--- config.mk ---
export PLATFORM = sky130hd
export DESIGN_NAME = cfr_delay_line
export DESIGN_NICKNAME = d
export VERILOG_FILES = /design/src/cfr_pkg.sv /design/src/cfr_delay_line.sv
export SDC_FILE = /design/constraint.sdc
export NUM_CORES = 2
export LEC_CHECK = 0
export BUFFER_PORTS_ARGS = -buffer_cell sky130_fd_sc_hd__buf_2
export CORE_UTILIZATION = 45
export CTS_CLUSTER_SIZE = 14
export DETAILED_ROUTE_END_ITERATION = 6
export PLACE_DENSITY = 0.64
export SYNTH_ARGS = -nofsm -noshare
export SYNTH_HDL_FRONTEND = slang
export SYNTH_SLANG_ARGS = --single-unit
--- constraint.sdc ---
create_clock -name clk -period 78.4 [get_ports clk]
set_input_delay 11.76 -clock clk [delete_from_list [all_inputs] [get_ports clk]]
set_output_delay 11.76 -clock clk [all_outputs]
set_load 0.005 [all_outputs]
--- src/cfr_pkg.sv ---
/*
 * CFR shared definitions
 * Sample and threshold widths, register map, pulse and delay lengths
 */
`default_nettype none

package cfr_pkg;

    // ************************************************************************
    // Widths and lengths
    // ************************************************************************
    localparam int addr_width       = 10;
    localparam int data_width       = 32;
    localparam int sample_width     = 16;
    // Thresholds and magnitude estimate share one width
    localparam int thresh_width     = 17;
    localparam int pulse_len        = 256;
    localparam int pulse_addr_width = 8;
    // Half of the pulse length, so a pulse is centered on its peak
    localparam int delay_len        = 128;

    // ************************************************************************
    // Register map
    // ************************************************************************
    localparam int reg_id               = 0;
    localparam int reg_pc_enable        = 8;
    localparam int reg_pc_detect_thresh = 9;
    localparam int reg_pc_clip_thresh   = 10;
    localparam int reg_hc_enable        = 11;
    localparam int reg_hc_thresh        = 12;

    // Pulse coefficient windows, pulse_len words each, write only
    localparam int reg_cpw_i_base       = 512;
    localparam int reg_cpw_q_base       = 768;

    // Returned for unmapped reads
    localparam logic [data_width-1:0] rd_filler = 32'hdeadbeef;

endpackage

`default_nettype wire
--- src/cfr_delay_line.sv ---
/*
 * CFR delay line
 * Step-driven I/Q shift register, aligns samples with the pulse center
 */
`timescale 1ns/100ps
`default_nettype none

module cfr_delay_line (
    input  logic                                    clk,
    input  logic                                    rst,
    input  logic                                    in_valid,
    input  logic signed [cfr_pkg::sample_width-1:0] in_i,
    input  logic signed [cfr_pkg::sample_width-1:0] in_q,
    output logic                                    step_d,
    output logic signed [cfr_pkg::sample_width-1:0] dly_i,
    output logic signed [cfr_pkg::sample_width-1:0] dly_q
);

    import cfr_pkg::*;

    // Entry 0 holds the newest sample
    logic signed [sample_width-1:0] sr_i [delay_len];
    logic signed [sample_width-1:0] sr_q [delay_len];

    always_ff @(posedge clk) begin
        if (rst) begin
            step_d <= 1'b0;
            for (int k = 0; k < delay_len; k++) begin
                sr_i[k] <= '0;
                sr_q[k] <= '0;
            end
        end else begin
            step_d <= in_valid;
            if (in_valid) begin
                for (int k = delay_len - 1; k > 0; k--) begin
                    sr_i[k] <= sr_i[k-1];
                    sr_q[k] <= sr_q[k-1];
                end
                sr_i[0] <= in_i;
                sr_q[0] <= in_q;
            end
        end
    end

    // Oldest entry leaves as the new one enters
    always_ff @(posedge clk) begin
        if (in_valid) begin
            dly_i <= sr_i[delay_len-1];
            dly_q <= sr_q[delay_len-1];
        end
    end

endmodule

`default_nettype wire

Word-level counts from Yosys, hierarchy flattened:

Memory sizes are Yosys's and may differ from the RTL's. A register that Yosys moved wholly into a read port is not among the register bits.
Cells that the tools add are included.

* $mul: 0
* multiplexer cells: 261
* shifts and indexed selects: 0
* reduce and logical (&&, ||, !) cells: 0
* equal/unequal tests: 0
* bitwise operators: 256
* order comparisons: 0
* add/sub/neg operators: 0
* divide/modulo/power cells: 0

Operators by type and width (number)
* 16-bit 2-to-1 mux: 256
* 1-bit bitwise OR: 256
* 1-bit 2-to-1 mux: 5

* logic and storage cells: 520
* bits in writable memories: 4096
* input bits: 35
* output and inout port bits: 33
* bits in latches: 0
* bits in read-only memories: 0
* memories kept: 2
* register bits: 1

Memory list
* sr_i: depth 128, width 16, read ports 128, clocked after memory_dff 1, wr ports 128, RTL line cfr_delay_line.sv:22 `logic signed [sample_width-1:0] sr_i [delay_len];`
* sr_q: depth 128, width 16, read ports 128, clocked after memory_dff 1, wr ports 128, RTL line cfr_delay_line.sv:23 `logic signed [sample_width-1:0] sr_q [delay_len];`

Longest topological paths before layout:

* depth after elaboration: 4
* mapped depth: 5
* gate-level depth less buffers: 1

Least setup slack after synthesis:

No wires, ideal clock.

* path kind: input to register
* start: in rst
* end: mem sr_i[0][0] (enable)
* setup slack: 15053 ps
* arrival time: 60495 ps
* stages on the path: 3
* path buffers: 2
* data required time: 75549 ps
* path through: clkbuf_2 > clkbuf_1 > or2_2

RTL lines
* from (decl): RTL line cfr_delay_line.sv:10 `input logic rst,`
* to (decl): RTL line cfr_delay_line.sv:22

==> flow_summary.toml <==
[run_status]
status = "complete, no violations"

[synth]
netlist_instances = 9137
synth_area_um2 = 164000
syn_nets = 9172
postSynthAreaPerCell_um2 = 18.0
yosysWarnings = 0
synth-seq-cells = 4129
ys_types = 9
yosysSeqAreaShare_pct = 75.5

[layout]
syn_to_final_growth_pct = 9.88
final_layout_size_suffix_gt1_share_pct = 7.92
stdcell_count = 13900
layout.nets = 8837
fill_cells = 29600
final_cell_mix = "edfxtp_1, and3b_1, clkbuf_16"
layout_commonest_cell = "edfxtp_1"

[global_routing]
grt_first_pass_wirelength_um = 364000
grt_usage_pct = 11.3
grt_max_degree = 320
first_global_vias = 70500
grt_overflow = 0
antenna_found_initial = 2

[job]
maxCapViolCount = 0

[critical_path]
max_stage_delay_ns = 0.94
crit_path_top_delay_cell = "buf_4"
crit_chain = "buf_12 > or2_4 > buf_4 > buf_4 > buf_4 > buf_12 > buf_4 > buf_4"
worst_ep_required_time_ns = 78.94
cpMostUsedCell = "buf_4"
startpoint_type = "primary input"
crit_arrival_ns = 18.75
path_max_fanout = 214
end_kind = "flip-flop"
crit_type = "primary input to flip-flop"

[sta]
worst_slew_pin_slew_ns = 1.26
max_slew_margin_pct = 16.3
fin_worst_skew_ns = 0.0439
finalSetupTns_ns = 0
grt_setup_unrepaired = "false"
timing.final.crit_share_pct = 23.2
setup_viol = 0
finalCriticalPeriod_ns = 18.21
hold_viol = 0
max_freq_ghz = 0.0549
drv_slew = 0

[place]
place_hpwl_um = 85100
io_buffer_count = 67
placed_cells = 13200
gp_congestion = 0.666

[die]
die_area_um2 = 367000
chipWidth_um = 606
fp.coreArea_um2 = 363000
initial_core_util_pct = 45.2
num_rows = 221
ios = 68
die_h_um = 606

[cts]
postCtsHoldBufs = 0
cts.clk_slew.worst_paths_ns = 0.05
cts_inserted_buffers = 416
htree_levels = 5
clkSinkCount = 4129
cts.path.max_buffers = 4
cts-root-buf = "clkbuf_16"
cts_tree = "done"
cts_setup_buffers = 0
post_cts_resized = 0
clk_latency_ns = 0.92

[detailed_routing]
drt_iter0_markers = 5691
routed_wl_um = 213000
post_drt_wl_per_cell_um = 15.3
viasPerCell = 5.12
drc = 0
drtPass1Iterations = 6
via_count = 71400
antenna_left = 0

[power_and_ir_drop]
peakVddDrop_v = 0.0000214
p_leak_nw = 82.9
power_density_nw_per_um2 = 26.0

[worst_hold_path]
hold_path.class = "flip-flop to flip-flop"
[synthesized netlist by cell type (all sizes together)]
master	instances	share of area, %
and3b	4096	22
buf	672	2.1
clkbuf	238	0.55
dfxtp	1	0.012
edfxtp	4128	76
nor2b	1	0.0038
or2	1	0.0038
[cells by family (layout without fill, tap and decap cells)]
logic type,after synthesis,in the layout,synth area share (%)
flops,4129,4129,75.5
buf+inv,910,917,2.60
simple gates,4098,4098,21.9
other cells,0,1,0
[critical path: cells and delay by family]
kind,cells,cell delay [ns]
AND/OR/NAND/NOR,1,0.88
buffers and inverters,7,5.54
[per-stage QoR]
| stage | cell area (um2) | util [%] | hold WS (ns) | power, W | setup WS [ns] |
|---|---|---|---|---|---|
| floorplan | 164000 | - | 0.400 | 0.00297 | 15.05 |
| global placement | 167000 | 46.1 | 0.401 | 0.00279 | 59.55 |
| detailed placement | 167000 | 46.1 | 0.405 | 0.00281 | 59.18 |
| CTS | 180000 | 49.7 | 0.418 | 0.00475 | 60.22 |
| global route | 180000 | 49.7 | 0.423 | 0.00485 | 59.70 |
| finish | 180000 | 49.7 | 0.416 | 0.00468 | 60.19 |
[state kept, by name, indices dropped and copies added, names as in the netlist]
register  count
dly_i        16
sr_i       2048
step_d        1
dly_q        16
sr_q       2048
[layout make-up]
cell class	instances	area [um2]	share of cell area (%)
Multi-Input combinational cell	4098	35900	19.9
Timing Repair Buffer	157	1270	0.702
Clock buffer	508	10900	6.07
Clock inverter	252	2270	1.26
Tap cell	4794	6000	3.33
Sequential cell	4129	124000	68.7
Antenna cell	1	2.50	0.00139
[layer usage]
layer,track usage [%],vias up,wire (um)
met4,3.61,0,5590
met2,16.2,601,91000
met3,1.82,409,6370
met5,0,-,0
met1,17.5,35600,110000
li1,-,34800,-
[worst paths after layout]
| path | from | end | slack (ns) | cells after the start |
|---|---|---|---|---|
| worst max-delay path | rst | sr_i[107][12]$_SDFFCE_PN0P_ | 60.19 | 8 |
| worst min register to register | sr_q[127][1]$_SDFFCE_PN0P_ | dly_q[1]$_DFFE_PP_ | 0.42 | 0 |
| worst max register to register | sr_q[105][13]$_SDFFCE_PN0P_ | sr_q[106][13]$_SDFFCE_PN0P_ | 77.54 | 1 |
| worst min-delay path | sr_q[127][1]$_SDFFCE_PN0P_ | dly_q[1]$_DFFE_PP_ | 0.42 | 0 |
[where the power goes]
group          switching (W)  internal, W
logic               0.000100    0.0000566
registers          0.0000282      0.00257
clock network       0.000813      0.00111
No activity file was read; power rests on OpenSTA's default activity.
