==> src/cfr_pkg.sv <==
/*
 * CFR shared definitions
 * Sample and threshold widths, register map, pulse and delay lengths
 */
`default_nettype none

package cfr_pkg;

    // ************************************************************************
    // Widths and lengths
    // ************************************************************************
    localparam int addr_width       = 10;
    localparam int data_width       = 32;
    localparam int sample_width     = 16;
    // Thresholds and magnitude estimate share one width
    localparam int thresh_width     = 17;
    localparam int pulse_len        = 256;
    localparam int pulse_addr_width = 8;
    // Half of the pulse length, so a pulse is centered on its peak
    localparam int delay_len        = 128;

    // ************************************************************************
    // Register map
    // ************************************************************************
    localparam int reg_id               = 0;
    localparam int reg_pc_enable        = 8;
    localparam int reg_pc_detect_thresh = 9;
    localparam int reg_pc_clip_thresh   = 10;
    localparam int reg_hc_enable        = 11;
    localparam int reg_hc_thresh        = 12;

    // Pulse coefficient windows, pulse_len words each, write only
    localparam int reg_cpw_i_base       = 512;
    localparam int reg_cpw_q_base       = 768;

    // Returned for unmapped reads
    localparam logic [data_width-1:0] rd_filler = 32'hdeadbeef;

endpackage

`default_nettype wire
==> src/cfr_regs.sv <==
/*
 * CFR register block
 * Request/acknowledge register bus holding the stage controls and
 * forwarding writes of the pulse windows as table write strobes
 */
`timescale 1ns/100ps
`default_nettype none

module cfr_regs #(
    parameter logic [cfr_pkg::data_width-1:0] ID = '0
) (
    input  logic                                clk,
    input  logic                                rst,
    // Write channel
    input  logic [cfr_pkg::addr_width-1:0]      wr_addr,
    input  logic                                wr_req,
    input  logic [cfr_pkg::data_width-1:0]      wr_data,
    output logic                                wr_ack,
    // Read channel
    input  logic [cfr_pkg::addr_width-1:0]      rd_addr,
    input  logic                                rd_req,
    output logic [cfr_pkg::data_width-1:0]      rd_data,
    output logic                                rd_ack,
    // Controls
    output logic                                pc_enable,
    output logic [cfr_pkg::thresh_width-1:0]    detect_thresh,
    output logic [cfr_pkg::thresh_width-1:0]    clip_thresh,
    output logic                                hc_enable,
    output logic [cfr_pkg::thresh_width-1:0]    hc_thresh,
    // Pulse table writes
    output logic                                cpw_wr_en,
    output logic [cfr_pkg::pulse_addr_width-1:0] cpw_wr_addr,
    output logic [cfr_pkg::sample_width-1:0]    cpw_wr_data_i,
    output logic [cfr_pkg::sample_width-1:0]    cpw_wr_data_q
);

    import cfr_pkg::*;

    logic wr_cpw_i;
    logic wr_cpw_q;

    // Pulse windows, decoded by range
    assign wr_cpw_i = wr_req && (wr_addr >= reg_cpw_i_base)
                      && (wr_addr < reg_cpw_i_base + pulse_len);
    assign wr_cpw_q = wr_req && (wr_addr >= reg_cpw_q_base)
                      && (wr_addr < reg_cpw_q_base + pulse_len);

    // ************************************************************************
    // Control registers
    // ************************************************************************
    always_ff @(posedge clk) begin
        if (rst) begin
            pc_enable     <= 1'b0;
            detect_thresh <= '1;
            clip_thresh   <= '1;
            hc_enable     <= 1'b0;
            hc_thresh     <= '1;
        end else if (wr_req) begin
            case (wr_addr)
                reg_pc_enable:        pc_enable     <= wr_data[0];
                reg_pc_detect_thresh: detect_thresh <= wr_data[thresh_width-1:0];
                reg_pc_clip_thresh:   clip_thresh   <= wr_data[thresh_width-1:0];
                reg_hc_enable:        hc_enable     <= wr_data[0];
                reg_hc_thresh:        hc_thresh     <= wr_data[thresh_width-1:0];
                default: ;
            endcase
        end
    end

    // ************************************************************************
    // Pulse table write forwarding
    // ************************************************************************
    always_ff @(posedge clk) begin
        if (rst) begin
            cpw_wr_en <= 1'b0;
        end else begin
            cpw_wr_en <= wr_cpw_i || wr_cpw_q;
        end
    end

    // The other half of the pair keeps its last value
    always_ff @(posedge clk) begin
        if (wr_cpw_i || wr_cpw_q) begin
            cpw_wr_addr <= wr_addr[pulse_addr_width-1:0];
        end
        if (wr_cpw_i) begin
            cpw_wr_data_i <= wr_data[sample_width-1:0];
        end
        if (wr_cpw_q) begin
            cpw_wr_data_q <= wr_data[sample_width-1:0];
        end
    end

    // ************************************************************************
    // Read back and acknowledges
    // ************************************************************************
    always_ff @(posedge clk) begin
        if (rst) begin
            rd_data <= '0;
        end else if (rd_req) begin
            case (rd_addr)
                reg_id:               rd_data <= ID;
                reg_pc_enable:        rd_data <= data_width'(pc_enable);
                reg_pc_detect_thresh: rd_data <= data_width'(detect_thresh);
                reg_pc_clip_thresh:   rd_data <= data_width'(clip_thresh);
                reg_hc_enable:        rd_data <= data_width'(hc_enable);
                reg_hc_thresh:        rd_data <= data_width'(hc_thresh);
                // Pulse windows read as unmapped
                default:              rd_data <= rd_filler;
            endcase
        end
    end

    always_ff @(posedge clk) begin
        if (rst) begin
            wr_ack <= 1'b0;
            rd_ack <= 1'b0;
        end else begin
            wr_ack <= wr_req;
            rd_ack <= rd_req;
        end
    end

endmodule

`default_nettype wire

==> config.mk <==
export PLATFORM = sky130hd
export DESIGN_NAME = cfr_regs
export DESIGN_NICKNAME = d
export VERILOG_FILES = /design/src/cfr_pkg.sv /design/src/cfr_regs.sv
export SDC_FILE = /design/constraint.sdc
export NUM_CORES = 1
export LEC_CHECK = 0
export ABC_AREA = 0
export ABC_CLOCK_PERIOD_IN_PS = 2380
export BUFFER_PORTS_ARGS = -buffer_cell sky130_fd_sc_hd__buf_4
export CAP_MARGIN = 20
export CORE_ASPECT_RATIO = 1.2
export CORE_UTILIZATION = 48
export CTS_CLUSTER_DIAMETER = 80
export DETAILED_ROUTE_END_ITERATION = 16
export HOLD_SLACK_MARGIN = 0.05
export PLACE_DENSITY = 0.8
export SLEW_MARGIN = 20
export SYNTH_ARGS = -nofsm -noshare
export SYNTH_HDL_FRONTEND = slang
export SYNTH_SLANG_ARGS = --single-unit
export TNS_END_PERCENT = 5
==> constraint.sdc <==
create_clock -name clk -period 2.38 [get_ports clk]
set_input_delay 0.714 -clock clk [delete_from_list [all_inputs] [get_ports clk]]
set_output_delay 0.714 -clock clk [all_outputs]
set_load 0.05 [all_outputs]
# Word-level counts from Yosys, hierarchy flattened
# Index checks and enable logic that the tools add are counted.
totals:
  reg_bits: 128
  inputBits: 56
  output_inout_bits: 128
  wordCells: 36
op_classes:
  n_lt_le_gt_ge: 3
  n_eq_ne: 10
  mux: 1
  n_reduce_logical: 10
ops:
  columns: ["operator", "count"]
  rows:
  - ["32-bit one-hot mux with 6 select lines", 1]
  - ["10-bit by 4-bit equality test with 1-bit output, second input constant", 10]
  - ["10-bit >= comparator, second input constant", 2]
  - ["10-bit zero test", 1]
  - ["10-bit < comparator, second input constant", 1]
  - ["2-bit AND reduction", 5]
  - ["1-bit logical AND", 3]
  - ["1-bit logical OR", 1]

# Depth between registers and ports, before layout
logic_depth:
  word_depth: 4
  ltp_mapped: 7
  mapped_depth_nobuf: 4

# Least setup slack after synthesis
# OpenSTA, ideal clock, no wires.
synth_timing:
  path_type: "input to register"
  from: "input wr_addr[5] (netlist bit)"
  to: "register pc_enable"
  setup_ns: 0.128
  t_arrival_ns: 2.032
  path_slack_ns: 0.219
  path_stages: 5
  n_path_buf: 1
  path_cell_list: "or4b_1 -> buf_6 -> nor3_1 -> mux2_2 -> nor2b_1"
synth_via:
  elab_chain_len: 2
synth_rtl:
  columns: ["element", "line_no", "text"]
  rows:
  - ["from (decl)", "cfr_regs.sv:15", "input logic [cfr_pkg::addr_width-1:0] wr_addr,"]
  - ["10-bit by 4-bit equality test with 1-bit output", "cfr_regs.sv:59", "case (wr_addr)"]
  - ["2-bit AND reduction (no line)", null, null]
  - ["to (signal assigned)", "cfr_regs.sv:60", "reg_pc_enable: pc_enable <= wr_data[0];"]
  - ["to (decl)", "cfr_regs.sv:25", "output logic pc_enable,"]
# Every way passes these cells.
# A chain may end at the register's enable or synchronous reset.

==> flow_summary_export.csv <==
group,metric,value,unit
final_layout,nets,602,
sta,fin_skew,0.00490,ns
critical_path,reg2reg_depth,3,
logic_synthesis,syn_avg_cell_area,11.4,um2
logic_synthesis,synth-simple-area-share,13.5,%
floorplan,die_w,89.3,um
critical_path,path_max_fanout,11,
route,wl_per_cell,17.2,um
sta,fmax,501,MHz
critical_path,crit_family,"flip-flops",
global_routing,grt_util_all_layers,25.1,%
final_layout,final_common_cell,"buf_4",
critical_path,r2r_start,"hc_enable",
route,drc,0,
logic_synthesis,synth-async-reset-ratio,0,%
final_layout,fillers,631,
critical_path,start_kind,"register",
floorplan,rows,37,
min_path,worstHoldPathCells,1,
power_and_ir_drop,internal-power,3.65,mW
placed_design,place_hpwl,8410,um
final_layout,fin_area,6250,um2
floorplan,fp.dieH,107,um
power_and_ir_drop,p_seq_share,42.0,%
floorplan,die_area,9530,um2
critical_path,reg2reg_to,"rd_data[0]",
status,outcome,"complete, no violations",
critical_path,worstPathArrival,1.28,ns
min_path,hold_path_class,"input port to register",
global_routing,met2_usage,38.2,%
power_and_ir_drop,switchingPower,1.35,mW
global_routing,met3_usage,5.31,%
power_and_ir_drop,p_comb_share,11.9,%
route,routed_wl,11600,um
placed_design,post_dp_cell_area,5700,um2
logic_synthesis,synth_mux_area_share,4.87,%
critical_path,crit_required,1.67,ns
logic_synthesis,yosysUniqueCellTypes,39,
logic_synthesis,synthXorXnorAreaFrac,0,%
logic_synthesis,synth_flop_cell,"dfxtp_1",
clocking,cts_tree,"built",
clocking,cts_resized,0,
min_path,holdPathEnd,"cpw_wr_addr[3]",
logic_synthesis,yosysTopAreaCell,"dfxtp_1",
global_routing,grt_busiest_layer,"met2",
clocking,postCtsSetupBuffers,0,
power_and_ir_drop,swShare,27.0,%
sta,tightest_slew,0.780,ns
placed_design,port_buffers,163,
critical_path,slowest_stage,"dfxtp_1",
floorplan,start_util,50.4,%
global_routing,met1_usage,33.6,%
route,final_antenna_net_count,0,
sta,whs,0.388,ns
logic_synthesis,synth_top_area_share,33.8,%
route,drt_iter0_drc,285,
route,via_count,3623,
sta,post-route-min-period,2.00,ns
global_routing,overflow,0,
logic_synthesis,synth_top_family_by_area,"compound AO/OA/AOI/OAI gates",
placed_design,dp_cells,644,
global_routing,grt_start_max_net_pins,38,
sta,post-route-period-util,83.9,%
critical_path,critPathBufInv,1,
clocking,htreeDepth,4,
logic_synthesis,syn-instance-count,384,
final_layout,fin_cells,676,
power_and_ir_drop,leakagePower,2.64,nW
clocking,clockBufferDepth,2,
clocking,cts_hold_buf,0,
floorplan,core,8700,um2
clocking,root_buffer,"clkbuf_8",
flow_run,cap_violations,0,
route,vias_per_cell,5.36,
logic_synthesis,synthTopCellsByArea,"dfxtp_1 34%, edfxtp_1 27%, nor2_1 4.6%",
min_path,min_from,"wr_addr[3]",
route,detail_route.first_pass.iterations,5,
global_routing,grt_first_pass_wirelength,17600,um
sta,slew_viol_final,0,
critical_path,cp_cell_sequence,"buf_4",
clocking,path_clk_slew,0.06,ns
power_and_ir_drop,p_per_area,800,nW/um2
logic_synthesis,yosysWarnings,0,
logic_synthesis,synth_adder_area_share,0,%
power_and_ir_drop,ir_worst_vdd,0.505,mV
logic_synthesis,synth_compound_area_share,13.8,%
global_routing,first_global_vias,3330,
critical_path,cp_slowest_stage_delay,0.51,ns
sta,setup_viol,0,
critical_path,endpoint_kind,"output pin",
critical_path,critPathKind,"register to output pin",
final_layout,diodes,0,
logic_synthesis,synth_edf_count,40,
critical_path,reg2reg_slack,1.13,ns
final_layout,syn_to_final_growth,42.3,%
global_routing,antenna_found_initial,0,
clocking,cts_buffers,17,
power_and_ir_drop,p_clk_share,46.1,%
final_layout,layout_common_cells,"179 x buf_4, 74 x dfxtp_1, 54 x nor2_1",
power_and_ir_drop,power,5.00,mW
sta,rsz0062_at_grt,"false",
floorplan,num_io_pins,184,
sta,relSlewSlack,47.8,%
clocking,clk_latency,0.51,ns
final_layout,layout-drive-gt1-share,41.9,%
logic_synthesis,ys_seq_area_share,61.1,%
logic_synthesis,ys_seq_elements,114,
placed_design,gp_congestion,0.819,
clocking,cts_sinks,114,
sta,hold_viol,0,
logic_synthesis,syn_area,4390,um2
==> synthesized netlist by cell type (2+ instances only) <==
library cell	n
edfxtp_1	40
a2bb2oi_1	11
nand2_1	4
o21ai_0	2
buf_6	5
or4b_1	2
mux2i_1	18
and4_1	2
a211oi_1	14
nor2_1	54
nor3_1	38
buf_4	16
nor3_4	2
buf_2	4
a22oi_1	17
nand3_1	2
a22o_1	5
clkbuf_1	16
a21oi_1	23
a21oi_2	11
nor2b_1	7
dfxtp_1	74
==> sequential cells by signal (all words and copies together), names as in the netlist <==
name and flops:
pc_enable 1, hc_enable 1, detect_thresh 17, cpw_wr_data_i 16
cpw_wr_en 1, cpw_wr_data_q 16, cpw_wr_addr 8, hc_thresh 17
wr_ack 1, rd_ack 1, clip_thresh 17, rd_data 18
==> logic make-up after synthesis <==
kind of cell	Yosys count
buf+inv	45
simple gates	119
flops	114
compound gates	85
other cells	1
mux	20
==> power groups by stage <==
stage / clock network (mW) / registers, mW / logic, mW
2_1_floorplan: 0 / 2.34 / 0.197
3_3_place_gp: 0 / 2.14 / 0.583
3_5_place_dp: 0 / 2.14 / 0.591
4_1_cts: 2.31 / 2.10 / 0.594
5_1_grt: 2.41 / 2.11 / 0.625
6_report: 2.30 / 2.10 / 0.596
==> metal layers <==
metal	vias up	part of all wire (%)
li1	1705	-
met1	1722	42
met2	174	49
met3	22	6.4
met4	0	2.9
met5	-	0
==> how the worst max path moves through the flow <==
stage	cells past startpoint	end	start	slack (ns)
final	1	rd_data[18]	rd_data[30]	0.38
after global routing	1	rd_data[31]	rd_data[30]	0.25
after CTS	1	rd_data[18]	rd_data[30]	0.35
after detailed placement	7	clip_thresh[0]	wr_addr[5]	0.04
after global placement	5	rd_data[16]	rd_addr[1]	-0.16
after floorplan	5	pc_enable	wr_addr[5]	0.22
==> area by class of cell <==
type,instances,area (um2),area share [%]
clock inverter,15,136,2.18
clock buffer,17,414,6.63
tap,117,146,2.34
timing repair buffer,183,1420,22.8
inverter,1,3.75,0.0601
multi-input combinational,229,1440,23.0
sequential,114,2680,42.9
==> per-stage QoR <==
stage	util (%)	TNS (ns)	setup slack (ns)
finish	71.8	0	0.383
detailed placement	65.4	0	0.0445
global route	71.8	0	0.255
global placement	65.4	-1.78	-0.159
CTS	71.8	0	0.353
floorplan	-	0	0.219
(Power assumes the default switching activity.)
