### src/cfr_pkg.sv
/*
 * CFR shared definitions
 * Sample and threshold widths, register map, pulse and delay lengths
 */
`default_nettype none

package cfr_pkg;

    // ************************************************************************
    // Widths and lengths
    // ************************************************************************
    localparam int addr_width       = 10;
    localparam int data_width       = 32;
    localparam int sample_width     = 16;
    // Thresholds and magnitude estimate share one width
    localparam int thresh_width     = 17;
    localparam int pulse_len        = 256;
    localparam int pulse_addr_width = 8;
    // Half of the pulse length, so a pulse is centered on its peak
    localparam int delay_len        = 128;

    // ************************************************************************
    // Register map
    // ************************************************************************
    localparam int reg_id               = 0;
    localparam int reg_pc_enable        = 8;
    localparam int reg_pc_detect_thresh = 9;
    localparam int reg_pc_clip_thresh   = 10;
    localparam int reg_hc_enable        = 11;
    localparam int reg_hc_thresh        = 12;

    // Pulse coefficient windows, pulse_len words each, write only
    localparam int reg_cpw_i_base       = 512;
    localparam int reg_cpw_q_base       = 768;

    // Returned for unmapped reads
    localparam logic [data_width-1:0] rd_filler = 32'hdeadbeef;

endpackage

`default_nettype wire
### src/cfr_peak_detect.sv
/*
 * CFR peak detector
 * Estimates sample magnitude as max + min/2 and flags samples above threshold
 */
`timescale 1ns/100ps
`default_nettype none

module cfr_peak_detect (
    input  logic                                    clk,
    input  logic                                    rst,
    input  logic                                    in_valid,
    input  logic signed [cfr_pkg::sample_width-1:0] in_i,
    input  logic signed [cfr_pkg::sample_width-1:0] in_q,
    input  logic                                    pc_enable,
    input  logic [cfr_pkg::thresh_width-1:0]        detect_thresh,
    input  logic                                    pulse_busy,
    output logic                                    peak
);

    import cfr_pkg::*;

    logic [thresh_width-1:0] abs_i;
    logic [thresh_width-1:0] abs_q;
    logic [thresh_width-1:0] mag;

    // One extra bit so that -32768 maps to 32768
    assign abs_i = in_i[sample_width-1] ? -thresh_width'(in_i) : thresh_width'(in_i);
    assign abs_q = in_q[sample_width-1] ? -thresh_width'(in_q) : thresh_width'(in_q);

    assign mag = (abs_i > abs_q) ? abs_i + (abs_q >> 1)
                                 : abs_q + (abs_i >> 1);

    // Overlapping peaks are dropped here, while a pulse is in flight
    always_ff @(posedge clk) begin
        if (rst) begin
            peak <= 1'b0;
        end else begin
            peak <= in_valid && pc_enable && !pulse_busy && (mag > detect_thresh);
        end
    end

endmodule

`default_nettype wire

### config.mk
export PLATFORM = sky130hd
export DESIGN_NAME = cfr_peak_detect
export DESIGN_NICKNAME = d
export VERILOG_FILES = /design/src/cfr_pkg.sv /design/src/cfr_peak_detect.sv
export SDC_FILE = /design/constraint.sdc
export NUM_CORES = 1
export LEC_CHECK = 0
export ABC_AREA = 1
export BUFFER_PORTS_ARGS = -buffer_cell sky130_fd_sc_hd__buf_2
export CORE_ASPECT_RATIO = 1.1
export CORE_MARGIN = 2
export CORE_UTILIZATION = 35
export DETAILED_ROUTE_END_ITERATION = 12
export HOLD_SLACK_MARGIN = 0.03
export PLACE_DENSITY = 0.52
export SLEW_MARGIN = 20
export SYNTH_ARGS = -nofsm -noshare
export SYNTH_HDL_FRONTEND = slang
export SYNTH_SLANG_ARGS = --single-unit
### constraint.sdc
create_clock -name clk -period 4.85 [get_ports clk]
set_clock_uncertainty 0.2 [all_clocks]
set_input_delay 0.97 -clock clk [delete_from_list [all_inputs] [get_ports clk]]
set_output_delay 0.97 -clock clk [all_outputs]
set_load 0.02 [all_outputs]
[Word level (Yosys, flattened, before mapping)]
Cells that the tools add are included.
Word-level totals
  register bits: 1
  input port bits: 54
  output and inout port bits: 1
  word-level logic and storage cells: 14
Cells by class
  add/sub/neg operators: 4
  $lt $le $gt $ge: 2
  multiplexer cells: 3
  reductions and logical operators: 4
Operators by type and width (number)
  17-bit 2-to-1 mux: 3
  17-bit by 16-bit adder with 17-bit output: 2
  17-bit > comparator: 2
  16-bit negator with 17-bit output: 2
  1-bit logical AND: 3
  1-bit logical NOT: 1

[Depth between registers and ports, before layout]
  depth after elaboration: 6
  gate-level depth with buffers: 34

[Worst setup path after synthesis]
OpenSTA, ideal clock, no wires.
  path kind: input to register
  from: input in_i[6] (netlist name)
  to: register peak
  library setup time: 0.116 ns
  data arrival time: 4.692 ns
  data required time: 4.534 ns
  path slack: -0.158 ns
  stages on the path: 30
  buffers on the path: 2
  cell sequence: nor2_2 nand2_1 nor2_1 nand2_1 nor3_1 nand2_1 nor4_1 ha_1 nand2_1 or4_1 nor4_2 nand2_1 nor2_1 inv_1 nand2_2 buf_6 buf_12 nand2_4 o21ai_2 ha_1 a21oi_1 o21ai_0 a21oi_1 nor2_1 o21ai_0 a21oi_1 o21ai_0 o211ai_1 o211ai_1 inv_1
On the way
  longest elaborated chain between the ends: 6
RTL lines
  start: declaration: line cfr_peak_detect.sv:12  | input logic signed [cfr_pkg::sample_width-1:0] in_i,
  16-bit negator with 17-bit output: line cfr_peak_detect.sv:27  | assign abs_i = in_i[sample_width-1] ? -thresh_width'(in_i) : thresh_width'(in_i);
  17-bit 2-to-1 mux (*): line cfr_peak_detect.sv:27
  17-bit by 16-bit adder with 17-bit output, or another cell as far along: line cfr_peak_detect.sv:31  | : abs_q + (abs_i >> 1);
  17-bit 2-to-1 mux (*): line cfr_peak_detect.sv:30  | assign mag = (abs_i > abs_q) ? abs_i + (abs_q >> 1)
  17-bit > comparator (*): line cfr_peak_detect.sv:38  | peak <= in_valid && pc_enable && !pulse_busy && (mag > detect_thresh);
  1-bit logical AND (*): line cfr_peak_detect.sv:38
  end signal: assignment: line cfr_peak_detect.sv:38
  end: declaration: line cfr_peak_detect.sv:17  | output logic peak
Every way passes the cells marked *; elsewhere a longest branch is shown, timed or not.
A chain may end at the register's enable or synchronous reset.

[Worst setup path in the final report]
  from: input in_q[1] (netlist name)
  to: register peak
On the way
  longest elaborated chain between the ends: 6
RTL lines
  start: declaration: line cfr_peak_detect.sv:13  | input logic signed [cfr_pkg::sample_width-1:0] in_q,
  16-bit negator with 17-bit output: line cfr_peak_detect.sv:28  | assign abs_q = in_q[sample_width-1] ? -thresh_width'(in_q) : thresh_width'(in_q);
  17-bit 2-to-1 mux (*): line cfr_peak_detect.sv:28
  17-bit by 16-bit adder with 17-bit output, or another cell as far along: line cfr_peak_detect.sv:30
  17-bit 2-to-1 mux (*): line cfr_peak_detect.sv:30
  17-bit > comparator (*): line cfr_peak_detect.sv:38
  1-bit logical AND (*): line cfr_peak_detect.sv:38
Marks and branches as above.

==> results <==
- The run finished, with violations left.
- The final reports fail on setup timing.
- The required arrival time at the worst endpoint is 4530 ps.
- At the placement stage, the worst setup path has a slack of -491.5 ps.
- Once layout is complete, the cells apart from fillers number 880.
- Together, buffers and inverters on the worst path number 7.
- The wire length per cell after detailed routing is 11.39 um.
- Once detail routing completed, the nets flagged for antenna violations numbered 0.
- In this design, the largest share of critical-path delay is due to simple AND/OR/NAND/NOR gates.
- The end-of-flow core utilization is 50.57%.
- The final max-slew violation count came to 0.
- The count of different cell masters after synthesis is 46.
- The share of power burned in combinational logic is 99.1%.
- The final critical path takes up 104.9% of the cycle.
- The number of max-cap violations is 0.
- The leftover overflow at the end of global routing is 0.
- The biggest area consumer among synthesized cells is sky130_fd_sc_hd__ha_1.
- The final-report hold violation count is 0.
- The worst hold path begins at pc_enable.
- After detailed routing, the number of remaining DRC violations is 0.
- The total routing resource utilization after global routing is 18.94%.
- The worst setup path is of the in2reg kind.
- Along the worst path, the maximum fanout reaches 12.
- The boundary pin count is 55.
- The total of flip-flops plus latches after synthesis is 1.
- Ranked by total cell area, the synthesized netlist is headed by sky130_fd_sc_hd__ha_1 23%, sky130_fd_sc_hd__nand2_1 14%, sky130_fd_sc_hd__inv_1 9.3%.
- The net switching component of the power is 0.0005045 W.
- The routed design has 10,020 um of wire.
- The initial antenna violation count came to 0.
- The clock period minus final worst setup slack is 5087 ps.
- Counting flops with a built-in enable in the synthesized netlist gives 0.
- By instance count, the cell type seen most on the critical path is sky130_fd_sc_hd__inv_1.
- The number of antenna diodes in the final layout is 0.
- The total iterations of the first detailed-routing run is 4.
- The flip-flop count of the largest register after layout is 1.
- The worst stage delay on the critical path is 480 ps.
- The net count reported at finish is 882.
- Clock-pin slew was measured on the worst setup and hold paths at 0 ps.
- The launch point of the worst path is in_q[1].
- In this run the mean area of a mapped cell was 6.073 sq um.
- The detailed-placement wirelength estimate is 9400 um.
- For this design the ratio of total power to cell area is 193.6 nW/um^2.
- The die span in y is 109.4 um.
- After floorplanning, the core was sized to cover 9842 sq um.
- Walking the worst path, the cells encountered are buf_2 > inv_1 > ha_2 > nand3_2 > o31ai_2 > xnor2_1 > inv_1 > ha_1 > nand2_1 > or4_1 > nor4_2 > nand2_1 > nor2_2 > inv_1 > nand2_2 > buf_12 > buf_12 > o21ai_2 > ha_1 > nand3_1 > or4_1 > o211ai_1 > inv_1.
- The worst setup path is launched from an input port.
- At the end of routability-driven placement, the weighted congestion stood at 0.8426.
- After layout, the worst setup slack is -237.3 ps.
- Across all layers, the routed design uses 4,136 vias.
- The relative area change from synthesis to final layout is 40.81%.
- Setup repair after global routing could not meet its margin everywhere.
- The final-report setup violation count is 1.
- In this run the cell area of the synthesized design comes to 3535 sq um.
- The initial utilization of the core area, before any placement, comes to 35.91%.
- Sequential elements use 0.5664% of the synthesized area.
- Based on the critical path, the design can be clocked at up to 196.6 MHz.
- Of the cells placed in the final design, the portion with a size suffix greater than 1 is 32.76%.
- The floorplan step defined a die boundary enclosing 10,920 sq um.
- Net switching is 52.37% of the power.
- Fill cells in the final layout number 1,043.
- After technology mapping, the gate count stands at 582.
- The internal power of the cells totals 0.0004589 W.
- The most used flip-flop cell after synthesis is sky130_fd_sc_hd__dfxtp_1.
- The kind of end point of the critical path is a flip-flop.
- The detailed router finished its first iteration with 112 violations.
- peak holds more flip-flops than any other register.
- The sequential fraction of design power is 0.9%.
- The dominant cell by count in the synthesized netlist is sky130_fd_sc_hd__nand2_1.
- In this run the static leakage power is 2.835 nW.
- Hold repair after CTS inserted 0 buffers.
- In this run, placement finished with an instance count of 875.
- The worst vdd rail ir drop is 0.05408 mV.
- The floorplan step set the die width to 99.82 um.
- The standard cell with the maximum stage delay on the critical path is sky130_fd_sc_hd__or4_1.
- In the routed layout, each cell is associated on average with a via count of 4.700.
- The commonest cells after synthesis are 133 x sky130_fd_sc_hd__nand2_1, 88 x sky130_fd_sc_hd__inv_1, 64 x sky130_fd_sc_hd__ha_1, 48 x sky130_fd_sc_hd__nor2_1, 36 x sky130_fd_sc_hd__a21oi_1.
- The classification of the worst-slack hold path is in2reg.
- During synthesis, Yosys emitted a total of 0 warnings.
- The share of total power dissipated in the clock network is 0%.
- The via count of the first global-routing pass is 4,142.
- Entering global routing, the biggest net connects 13 pins.
- The top-area cell type share of the netlist area is 22.65%.
- Input and output buffers added on the ports amount to 54.
- The number of rows in the core area is 38.
- The first global-routing pass estimated 17,220 um of wire.
- Of all flip-flops after synthesis, the portion carrying an async set or reset was 0%.
- The largest registers in the layout are peak: 1 flops.
- The worst path arrival time is 4770 ps.
-- through the flow --
| step | total power (W) | hold slack, ps | cell area [sq um] | setup TNS [ps] |
|---|---|---|---|---|
| after CTS | 0.0009715 | 1149 | 4947 | -308.9 |
| after global placement | 0.0009467 | 1146 | 4895 | -398.8 |
| final | 0.0009634 | 1140 | 4977 | -237.3 |
| after detailed placement | 0.0009626 | 1145 | 4895 | -491.5 |
| after floorplan | 0.0006090 | 1047 | 3580 | -20.75 |
| after global routing | 0.001097 | 1187 | 4977 | -675.4 |
-- worst paths after layout --
kind | end | slack [ps] | cells past startpoint
worst max-delay path | peak | -240 | 23
worst min-delay path | peak | 1140 | 4
-- metal layers --
| layer | share of wire (%) | wire length [um] | GRT usage (%) | up-vias |
|---|---|---|---|---|
| met5 | 0 | 0 | 0 | - |
| met1 | 45 | 4560 | 22.59 | 1804 |
| li1 | - | - | - | 2261 |
| met2 | 51 | 5098 | 38.51 | 67 |
| met4 | 1.1 | 110 | 2.348 | 0 |
| met3 | 2.5 | 253 | 0.3814 | 4 |
-- placed cells by master (no fill, tap or decap), types with 3 or more instances in the layout --
cell	Yosys	layout
sky130_fd_sc_hd__nand3b_1	3	3
sky130_fd_sc_hd__nor3_1	9	8
sky130_fd_sc_hd__buf_2	2	54
sky130_fd_sc_hd__inv_2	6	6
sky130_fd_sc_hd__nand4_1	7	7
sky130_fd_sc_hd__and3_1	3	3
sky130_fd_sc_hd__xor2_1	30	28
sky130_fd_sc_hd__nand2_2	9	9
sky130_fd_sc_hd__a21boi_0	3	3
sky130_fd_sc_hd__ha_1	64	63
sky130_fd_sc_hd__nor2_2	6	7
sky130_fd_sc_hd__o21ai_2	10	10
sky130_fd_sc_hd__nor2_1	48	46
sky130_fd_sc_hd__conb_1	2	4
sky130_fd_sc_hd__inv_1	88	88
sky130_fd_sc_hd__nand3_2	7	9
sky130_fd_sc_hd__o21ai_1	4	6
sky130_fd_sc_hd__a31oi_1	4	4
sky130_fd_sc_hd__buf_4	1	126
sky130_fd_sc_hd__nand2_1	133	133
sky130_fd_sc_hd__o21ai_0	25	23
sky130_fd_sc_hd__a21oi_1	36	36
sky130_fd_sc_hd__nand3_1	29	27
sky130_fd_sc_hd__nand2_4	9	9
sky130_fd_sc_hd__nor2_4	3	4
sky130_fd_sc_hd__o211ai_1	3	3
sky130_fd_sc_hd__xnor2_1	11	11
-- timing repair --
item / 4_1_cts / 5_1_grt
gates cloned: 0 / 0
endpoints found under the hold margin: 0 / 0
resized for setup: 9 / 2
buffers inserted: 2 / 3
pin swaps: 3 / 4
endpoints found under the setup margin: 1 / 1
-- cells by family after synthesis --
family / synth area share [%]
and+or+nand+nor: 37.13
buffers and inverters: 11.61
other: 0.2125
adders and majority gates: 23.79
AOI/OAI and AO/OA: 16.53
xor gates and xnor gates: 10.16
DFF: 0.5664
-- power groups by stage --
stage	Sequential (W)	Combinational [W]	Clock [W]
after floorplan	0.00000918	0.000600	0
final	0.00000877	0.000955	0
after detailed placement	0.00000878	0.000954	0
after CTS	0.00000878	0.000963	0
after global placement	0.00000877	0.000938	0
after global routing	0.00000884	0.00109	0
-- area by class of cell --
class / count / area (sq um) / share of cell area [%]
sequential: 1 / 20.02 / 0.4022
inverter: 95 / 357.8 / 7.190
multi-input combinational: 482 / 3193 / 64.15
timing repair buffer: 182 / 1256 / 25.24
tap: 120 / 150.1 / 3.017
Note: power is estimated with default switching activity, not from simulation.
